## src/verilog/usb_bulk_pkg.sv

```systemverilog
package usb_bulk_pkg;

  // 4-bit PID, check nibble already stripped by the decoder
  typedef enum logic [3:0] {
    PID_OUT   = 4'h1,
    PID_IN    = 4'h9,
    PID_SOF   = 4'h5,
    PID_SETUP = 4'hd,
    PID_PING  = 4'h4,
    PID_DATA0 = 4'h3,
    PID_DATA1 = 4'hb,
    PID_ACK   = 4'h2,
    PID_NAK   = 4'ha
  } usb_pid_e;

  typedef struct packed {
    logic       valid;
    usb_pid_e   pid;
    logic [6:0] addr;
    logic [3:0] endp;
  } usb_token_t;

  // one data-packet byte from the host
  typedef struct packed {
    logic       valid;
    logic       last;
    usb_pid_e   pid;
    logic [7:0] data;
  } usb_rx_t;

  // one data-packet byte towards the host
  typedef struct packed {
    logic       valid;
    logic       last;
    usb_pid_e   pid;
    logic [7:0] data;
  } usb_tx_t;

  typedef struct packed {
    logic     valid;
    usb_pid_e pid;
  } usb_hsk_t;

  typedef struct packed {
    logic       valid;
    logic       last;
    logic [7:0] data;
  } byte_stream_t;

  localparam logic [3:0] EP_OUT_NUM = 4'd1;  // bulk OUT
  localparam logic [3:0] EP_IN_NUM = 4'd2;  // bulk IN
  localparam integer MAX_PKT_DEFAULT = 64;

endpackage

```

## src/verilog/bulk_protocol.sv

```systemverilog
module bulk_protocol
  import usb_bulk_pkg::*;
(
  input  logic       clock,
  input  logic       reset,
  input  logic [6:0] usb_addr_i,
  input  logic       configured_i,
  input  usb_token_t tok_i,
  input  usb_rx_t    rx_i,
  input  logic       hsk_ack_i,
  input  logic       out_ready_i,
  input  usb_pid_e   out_parity_i,
  input  logic       in_ready_i,
  input  usb_tx_t    in_tx_i,
  input  logic       tx_ready_i,
  output usb_hsk_t   hsk_o,
  output usb_tx_t    tx_o,
  output logic       in_tx_ready_o,
  output logic       out_sel_o,
  output logic       out_commit_o,
  output logic       in_sel_o,
  output logic       in_ack_o,
  output logic       in_retry_o
);

  typedef enum logic [2:0] {
    IDLE,
    OUT_DATA,
    OUT_HSK,
    IN_SEND,
    IN_WAIT
  } state_e;

  state_e state_q;
  usb_hsk_t hsk_q;
  logic accept_q;  // OUT buffer was empty at the token
  logic good_q;  // data PID matched the toggle
  logic tok_ok;
  logic out_tok;
  logic ping_tok;
  logic in_tok;
  logic rx_end;
  logic tx_end;

  // only tokens for this device, once configured
  assign tok_ok = tok_i.valid && configured_i && (tok_i.addr == usb_addr_i);
  assign out_tok = tok_ok && (tok_i.pid == PID_OUT) && (tok_i.endp == EP_OUT_NUM);
  assign ping_tok = tok_ok && (tok_i.pid == PID_PING) && (tok_i.endp == EP_OUT_NUM);
  assign in_tok = tok_ok && (tok_i.pid == PID_IN) && (tok_i.endp == EP_IN_NUM);
  assign rx_end = rx_i.valid && rx_i.last;
  assign tx_end = tx_o.valid && tx_ready_i && tx_o.last;

  always_ff @(posedge clock) begin
    if (reset) begin
      state_q <= IDLE;
      hsk_q.valid <= 1'b0;
    end else begin
      hsk_q.valid <= 1'b0;
      case (state_q)
        OUT_DATA: begin
          if (rx_end) begin
            state_q <= OUT_HSK;
            hsk_q.valid <= 1'b1;
            hsk_q.pid <= accept_q ? PID_ACK : PID_NAK;
            good_q <= accept_q && (rx_i.pid == out_parity_i);
          end else if (tok_i.valid) begin
            state_q <= IDLE;  // data packet lost, stay silent
          end
        end
        OUT_HSK: state_q <= IDLE;
        IN_SEND: begin
          if (tx_end) state_q <= IN_WAIT;
        end
        default: begin
          // IDLE, or IN_WAIT where any token also ends the wait
          if (state_q == IN_WAIT && (hsk_ack_i || tok_i.valid)) state_q <= IDLE;
          if (out_tok) begin
            state_q <= OUT_DATA;
            accept_q <= out_ready_i;
          end else if (ping_tok) begin
            hsk_q.valid <= 1'b1;
            hsk_q.pid <= out_ready_i ? PID_ACK : PID_NAK;
          end else if (in_tok) begin
            if (in_ready_i) begin
              state_q <= IN_SEND;
            end else begin
              hsk_q.valid <= 1'b1;
              hsk_q.pid <= PID_NAK;
            end
          end
        end
      endcase
    end
  end

  assign hsk_o = hsk_q;
  assign out_sel_o = (state_q == OUT_DATA) || (state_q == OUT_HSK);
  assign out_commit_o = (state_q == OUT_HSK) && good_q;
  assign in_sel_o = (state_q == IN_SEND);
  assign in_ack_o = (state_q == IN_WAIT) && hsk_ack_i;
  assign in_retry_o = (state_q == IN_WAIT) && !hsk_ack_i && tok_i.valid;
  assign in_tx_ready_o = tx_ready_i && (state_q == IN_SEND);

  always_comb begin
    tx_o = in_tx_i;
    tx_o.valid = in_tx_i.valid && (state_q == IN_SEND);
  end

  assert property (@(posedge clock) disable iff (reset)
    hsk_o.valid |-> hsk_o.pid inside {PID_ACK, PID_NAK});

endmodule

```

## src/verilog/ep_bulk_in.sv

```systemverilog
module ep_bulk_in
  import usb_bulk_pkg::*;
#(
  parameter integer MAX_PKT = MAX_PKT_DEFAULT
) (
  input  logic         clock,
  input  logic         reset,
  input  logic         configured_i,
  input  logic         sel_i,
  input  logic         ack_i,
  input  logic         retry_i,
  input  byte_stream_t blki_i,
  input  logic         tx_ready_i,
  output logic         blki_ready_o,
  output logic         ready_o,
  output usb_tx_t      tx_o
);

  logic toggle_q;
  logic wr;
  logic rd;
  logic full;
  logic rd_last;
  logic [7:0] rd_data;

  assign wr = blki_i.valid && blki_ready_o;
  assign rd = tx_o.valid && tx_ready_i;

  always_ff @(posedge clock) begin
    if (reset || !configured_i) begin
      toggle_q <= 1'b0;
    end else if (ack_i) begin
      toggle_q <= ~toggle_q;  // host has the packet
    end
  end

  packet_buffer #(
    .MAX_PKT(MAX_PKT)
  ) u_packet_buffer (
    .clock    (clock),
    .reset    (reset),
    .wr_i     (wr),
    .wr_data_i(blki_i.data),
    .wr_last_i(blki_i.last),
    .rd_i     (rd),
    .rewind_i (retry_i),  // resend same bytes on the next IN
    .release_i(ack_i),
    .drop_i   (1'b0),
    .full_o   (full),
    .empty_o  (),
    .rd_data_o(rd_data),
    .rd_last_o(rd_last)
  );

  assign blki_ready_o = !full;
  assign ready_o = full;
  assign tx_o.valid = sel_i && full;
  assign tx_o.last = rd_last;
  assign tx_o.pid = toggle_q ? PID_DATA1 : PID_DATA0;
  assign tx_o.data = rd_data;

endmodule

```

## src/verilog/ep_bulk_out.sv

```systemverilog
module ep_bulk_out
  import usb_bulk_pkg::*;
#(
  parameter integer MAX_PKT = MAX_PKT_DEFAULT
) (
  input  logic         clock,
  input  logic         reset,
  input  logic         configured_i,
  input  logic         sel_i,
  input  logic         commit_i,
  input  usb_rx_t      rx_i,
  input  logic         blko_ready_i,
  output logic         ready_o,
  output usb_pid_e     parity_o,
  output byte_stream_t blko_o
);

  logic toggle_q;
  logic sel_q;
  logic wrote_q;  // bytes of the current transaction are in the buffer
  logic kept_q;
  logic wr;
  logic rd;
  logic drop;
  logic pkt_done;
  logic full;
  logic empty;
  logic rd_last;
  logic [7:0] rd_data;

  // a packet only starts into an empty buffer
  assign wr = sel_i && rx_i.valid && (wrote_q || empty);
  assign drop = sel_q && !sel_i && wrote_q && !kept_q;  // NAK'd or duplicate
  assign rd = blko_o.valid && blko_ready_i;
  assign pkt_done = rd && rd_last;

  always_ff @(posedge clock) begin
    if (reset) begin
      sel_q <= 1'b0;
      wrote_q <= 1'b0;
      kept_q <= 1'b0;
      toggle_q <= 1'b0;
    end else begin
      sel_q <= sel_i;
      if (!sel_i) wrote_q <= 1'b0;
      else if (wr) wrote_q <= 1'b1;
      if (!sel_i) kept_q <= 1'b0;
      else if (commit_i) kept_q <= 1'b1;
      if (!configured_i) toggle_q <= 1'b0;
      else if (commit_i) toggle_q <= ~toggle_q;
    end
  end

  packet_buffer #(
    .MAX_PKT(MAX_PKT)
  ) u_packet_buffer (
    .clock    (clock),
    .reset    (reset),
    .wr_i     (wr),
    .wr_data_i(rx_i.data),
    .wr_last_i(rx_i.last),
    .rd_i     (rd),
    .rewind_i (1'b0),
    .release_i(pkt_done),
    .drop_i   (drop),
    .full_o   (full),
    .empty_o  (empty),
    .rd_data_o(rd_data),
    .rd_last_o(rd_last)
  );

  assign ready_o = empty;
  assign parity_o = toggle_q ? PID_DATA1 : PID_DATA0;
  // hold off the drain until the transaction that wrote it has closed
  assign blko_o.valid = full && !wrote_q;
  assign blko_o.last = rd_last;
  assign blko_o.data = rd_data;

  // the engine only commits a packet this endpoint actually stored
  assert property (@(posedge clock) disable iff (reset)
    commit_i |-> wrote_q && full);

endmodule

```

## src/verilog/packet_buffer.sv

```systemverilog
module packet_buffer
  import usb_bulk_pkg::*;
#(
  parameter integer MAX_PKT = MAX_PKT_DEFAULT
) (
  input  logic       clock,
  input  logic       reset,
  input  logic       wr_i,
  input  logic [7:0] wr_data_i,
  input  logic       wr_last_i,
  input  logic       rd_i,
  input  logic       rewind_i,
  input  logic       release_i,
  input  logic       drop_i,
  output logic       full_o,
  output logic       empty_o,
  output logic [7:0] rd_data_o,
  output logic       rd_last_o
);

  localparam integer AW = $clog2(MAX_PKT);
  localparam integer CW = $clog2(MAX_PKT + 1);  // count reaches MAX_PKT

  logic [7:0] mem [MAX_PKT];
  logic [CW-1:0] count_q;
  logic [CW-1:0] rd_ptr_q;
  logic full_q;

  always_ff @(posedge clock) begin
    if (wr_i) begin
      mem[count_q[AW-1:0]] <= wr_data_i;
    end
  end

  always_ff @(posedge clock) begin
    if (reset || release_i || drop_i) begin  // both empty the buffer
      count_q <= '0;
      rd_ptr_q <= '0;
      full_q <= 1'b0;
    end else begin
      if (wr_i) begin
        count_q <= count_q + CW'(1);
        if (wr_last_i) full_q <= 1'b1;  // packet complete
      end
      if (rewind_i) begin
        rd_ptr_q <= '0;
      end else if (rd_i) begin
        rd_ptr_q <= rd_ptr_q + CW'(1);
      end
    end
  end

  assign full_o = full_q;
  assign empty_o = (count_q == '0);
  assign rd_data_o = mem[rd_ptr_q[AW-1:0]];
  assign rd_last_o = (rd_ptr_q + CW'(1)) == count_q;

  // no write into a finished packet, and never past the end of the RAM
  assert property (@(posedge clock) disable iff (reset)
    wr_i |-> !full_q && (count_q < CW'(MAX_PKT)));

endmodule

```

## src/verilog/usb_bulk_top.sv

```systemverilog
module usb_bulk_top
  import usb_bulk_pkg::*;
#(
  parameter integer MAX_PKT = MAX_PKT_DEFAULT
) (
  input  logic         clock,
  input  logic         reset,
  input  logic [6:0]   usb_addr_i,
  input  logic         configured_i,
  input  usb_token_t   tok_i,
  input  usb_rx_t      rx_i,
  input  logic         hsk_ack_i,
  output usb_hsk_t     hsk_o,
  output usb_tx_t      tx_o,
  input  logic         tx_ready_i,
  output byte_stream_t blko_o,
  input  logic         blko_ready_i,
  input  byte_stream_t blki_i,
  output logic         blki_ready_o
);

  logic out_sel;
  logic out_commit;
  logic out_ready;
  usb_pid_e out_parity;
  logic in_sel;
  logic in_ack;
  logic in_retry;
  logic in_ready;
  logic in_tx_ready;
  usb_tx_t in_tx;

  bulk_protocol u_bulk_protocol (
    .clock        (clock),
    .reset        (reset),
    .usb_addr_i   (usb_addr_i),
    .configured_i (configured_i),
    .tok_i        (tok_i),
    .rx_i         (rx_i),
    .hsk_ack_i    (hsk_ack_i),
    .out_ready_i  (out_ready),
    .out_parity_i (out_parity),
    .in_ready_i   (in_ready),
    .in_tx_i      (in_tx),
    .tx_ready_i   (tx_ready_i),
    .hsk_o        (hsk_o),
    .tx_o         (tx_o),
    .in_tx_ready_o(in_tx_ready),
    .out_sel_o    (out_sel),
    .out_commit_o (out_commit),
    .in_sel_o     (in_sel),
    .in_ack_o     (in_ack),
    .in_retry_o   (in_retry)
  );

  ep_bulk_out #(
    .MAX_PKT(MAX_PKT)
  ) u_ep_bulk_out (
    .clock       (clock),
    .reset       (reset),
    .configured_i(configured_i),
    .sel_i       (out_sel),
    .commit_i    (out_commit),
    .rx_i        (rx_i),
    .blko_ready_i(blko_ready_i),
    .ready_o     (out_ready),
    .parity_o    (out_parity),
    .blko_o      (blko_o)
  );

  ep_bulk_in #(
    .MAX_PKT(MAX_PKT)
  ) u_ep_bulk_in (
    .clock       (clock),
    .reset       (reset),
    .configured_i(configured_i),
    .sel_i       (in_sel),
    .ack_i       (in_ack),
    .retry_i     (in_retry),
    .blki_i      (blki_i),
    .tx_ready_i  (in_tx_ready),
    .blki_ready_o(blki_ready_o),
    .ready_o     (in_ready),
    .tx_o        (in_tx)
  );

endmodule
```

## config.mk

```make
export PLATFORM = sky130hd
export DESIGN_NAME = usb_bulk_top
export DESIGN_NICKNAME = d
export VERILOG_FILES = /design/src/verilog/usb_bulk_pkg.sv /design/src/verilog/bulk_protocol.sv /design/src/verilog/ep_bulk_in.sv /design/src/verilog/ep_bulk_out.sv /design/src/verilog/packet_buffer.sv /design/src/verilog/usb_bulk_top.sv
export SDC_FILE = /design/constraint.sdc
export NUM_CORES = 1
export LEC_CHECK = 0
export ABC_AREA = 0
export ABC_CLOCK_PERIOD_IN_PS = 3400
export BUFFER_PORTS_ARGS = -buffer_cell sky130_fd_sc_hd__buf_2
export CORE_MARGIN = 2
export CORE_UTILIZATION = 40
export DETAILED_ROUTE_END_ITERATION = 10
export GPL_TIMING_DRIVEN = 1
export SKIP_LAST_GASP = 1
export SLEW_MARGIN = 20
export SYNTH_ARGS = -nofsm -noshare
export SYNTH_HDL_FRONTEND = slang
export SYNTH_HIERARCHICAL = 1
export SYNTH_SLANG_ARGS = --single-unit
```

## constraint.sdc

```tcl
create_clock -name clock -period 3.4 [get_ports clock]
set_input_delay 0 -clock clock [delete_from_list [all_inputs] [get_ports clock]]
set_output_delay 0 -clock clock [all_outputs]
set_load 0.005 [all_outputs]
```

==> impl_metrics.env <==
export IMPL_clk_latency_ns=0.70
export IMPL_hold_start="rx_i[5]"
export IMPL_hold_slack_ns=0.02727
export IMPL_area_delta_synth_final_pct=16.19
export IMPL_antenna_found_initial=0
export IMPL_drc=0
export IMPL_tns_ns=0
export IMPL_multiInputGateArea_um2=10320
export IMPL_timing_slew_headroom_pct=30.42
export IMPL_globalRouteMet2Util_pct=30.44
export IMPL_cts_max_level=3
export IMPL_total_power_uw=26790
export IMPL_hold_violations=0
export IMPL_power_density_nw_per_um2=534.8
export IMPL_fin_crit_ns=3.280
export IMPL_initial_core_util_pct=40.28
export IMPL_outcome="complete, no violations"
export IMPL_ir_worst_vdd_uv=424.4
export IMPL_path_delay_family="simple AND/OR/NAND/NOR gates"
export IMPL_grt_max_degree=65
export IMPL_ant_nets=0
export IMPL_tightest_slew_ns=1.044
export IMPL_seq_area_um2=31910
export IMPL_place_congestion=0.8530
export IMPL_crit_arrival_ns=3.66
export IMPL_clock_skew_ns=0.02820
export IMPL_crit_start="u_ep_bulk_out/u_packet_buffer/count_q[3]"
export IMPL_root_buffer="clkbuf_16"
export IMPL_max_freq_ghz=0.3048
export IMPL_syn_area_per_cell_um2=19.39
export IMPL_cp_num_buf_inv=2
export IMPL_core_area_um2=107100
export IMPL_worst_slack_ns=0.1195
export IMPL_end_kind="flip-flop"
export IMPL_leakagePower_uw=0.01555
export IMPL_cts_clk_slew_worst_paths_ns=0.06
export IMPL_gr_max_usage_layer="met2"
export IMPL_synth_cells=2224
export IMPL_crit_chain="or3_1 > nor4b_1 > buf_4 > o211a_1 > nor2b_1 > nand2_1 > nor2_1 > buf_4"
export IMPL_via_per_inst=5.627
export IMPL_grtUsageMet3_pct=2.674
export IMPL_n_antenna_cell=0
export IMPL_wl_per_cell_um=25.94
export IMPL_regToRegStartpoint="u_ep_bulk_out/u_packet_buffer/count_q[3]"
export IMPL_grt_pass1_wl_mm=153.2
export IMPL_gr_usage_met1_pct=26.07
export IMPL_nFillCells=8901
export IMPL_rsz0062_at_grt="no"
export IMPL_firstDrtPassIters=5
export IMPL_die_w_um=332.3
export IMPL_grt_usage_pct=18.62
export IMPL_cts_tree="built"
export IMPL_die_y_um=332.3
export IMPL_cts_sinks=1079
export IMPL_drtIter0Drc=2440
export IMPL_crit_top_cell="buf_4"
export IMPL_cts_buffers=109
export IMPL_worstSetupStartpointType="flip-flop"
export IMPL_grt_remaining_overflow=0
export IMPL_slowest_delay_ns=0.52
export IMPL_vias=22469
export IMPL_preCtsSetupSlack_ns=0.1925
export IMPL_syn_area_um2=43120
export IMPL_finalCritPeriodShare_pct=96.48
export IMPL_worstSetupPathType="reg2reg"
export IMPL_dieArea_um2=110400
export IMPL_drive_above_1_share_pct=28.30
export IMPL_hpwlAfterDp_mm=65.69
export IMPL_io_buffers=77
export IMPL_drv_cap=0
export IMPL_clock_path_buffers=3
export IMPL_min_path_type="in2reg"
export IMPL_cp_max_fo=12
export IMPL_grt_pass1_vias=22957
export IMPL_num_rows=120
export IMPL_synth_warnings=6
export IMPL_setup_violations=0
export IMPL_drv_slew=0
export IMPL_final_core_util_pct=46.80
export IMPL_io_pins=83
export IMPL_nNetsFinal=2559
export IMPL_required_ns=3.78
export IMPL_totalWireLength_mm=103.6
export IMPL_slowest_stage="or3_1"
-- layout make-up --
cell class	instances	area share, %
Inverter	11	0.08242
Clock inverter	71	1.341
Timing Repair Buffer	315	5.080
Clock buffer	130	5.687
Multi-Input combinational cell	984	20.60
Sequential cell	1079	63.70
Tap cell	1403	3.504
-- power breakdown --
| group | leakage (uW) | internal (uW) | switching (uW) | total, uW |
|---|---|---|---|---|
| clock | 0.00172 | 6810 | 5010 | 11800 |
| combinational | 0.00418 | 109 | 318 | 427 |
| sequential | 0.00965 | 14500 | 4.67 | 14500 |
-- through the flow --
stage	instances	cell area (um^2)
CTS	3981	49960
floorplan	2229	43140
global placement	3728	45850
finish	3993	50100
global route	3993	50100
detailed placement	3729	45870
-- state kept, by name (all words and copies together) (netlist names), 3 cells and up, named ones only --
signal                                  cells
u_ep_bulk_in/u_packet_buffer/mem          512
u_ep_bulk_out/u_packet_buffer/mem         512
u_ep_bulk_in/u_packet_buffer/count_q        7
u_ep_bulk_in/u_packet_buffer/rd_ptr_q       7
u_ep_bulk_out/u_packet_buffer/count_q       7
u_ep_bulk_out/u_packet_buffer/rd_ptr_q      7
u_bulk_protocol/hsk_o                       3
u_bulk_protocol/state_q                     3
-- final timing paths --
check / to / slack, ns / cells past startpoint
hold reg to reg: u_ep_bulk_out/kept_q / 0.48 / 2
hold / removal: u_ep_bulk_out/u_packet_buffer/mem[49][5] / 0.03 / 1
setup / recovery: u_ep_bulk_out/u_packet_buffer/mem[1][6] / 0.12 / 8
setup reg to reg: u_ep_bulk_out/u_packet_buffer/mem[1][6] / 0.12 / 8
-- cells in the final DEF (no fill, tap or decap), types with 7 or more instances in the layout --
cell / count
and2_1: 7
mux4_2: 261
edfxtp_1: 1028
o31ai_1: 10
or2_2: 12
nor2b_1: 23
nand4_1: 19
o21ai_0: 23
nor3_1: 20
nand2_1: 59
clkinvlp_4: 7
xnor2_1: 20
xor2_1: 29
a22oi_1: 7
clkinv_1: 20
dlygate4sd3_1: 46
buf_12: 14
or3_1: 8
a21oi_1: 34
dfxtp_1: 43
clkinv_2: 24
nand2b_1: 14
nor3b_1: 8
o22ai_1: 21
o221ai_1: 16
bufinv_16: 11
buf_4: 178
nand3_1: 35
conb_1: 10
buf_2: 73
clkbuf_1: 19
mux2i_1: 41
a211oi_1: 17
a31oi_1: 9
nor2_1: 181
inv_1: 10
clkbuf_16: 111
-- metal layers --
layer	vias to the layer above	routed length, um
li1	9594	-
met1	11908	44160
met2	818	50780
met3	149	6265
met4	0	2368
met5	-	0
-- timing repair --
| item | 4_1_cts | 5_1_grt |
|---|---|---|
| endpoints found under the hold margin | 244 | 243 |
| resized for setup | 3 | 2 |
| pin swaps | 0 | 1 |
| buffers inserted | 8 | 8 |
| cloned | 1 | 0 |
| endpoints found under the setup margin | 10 | 33 |
| hold buffers | 42 | 4 |
Power figures use the tool's default switching activity.
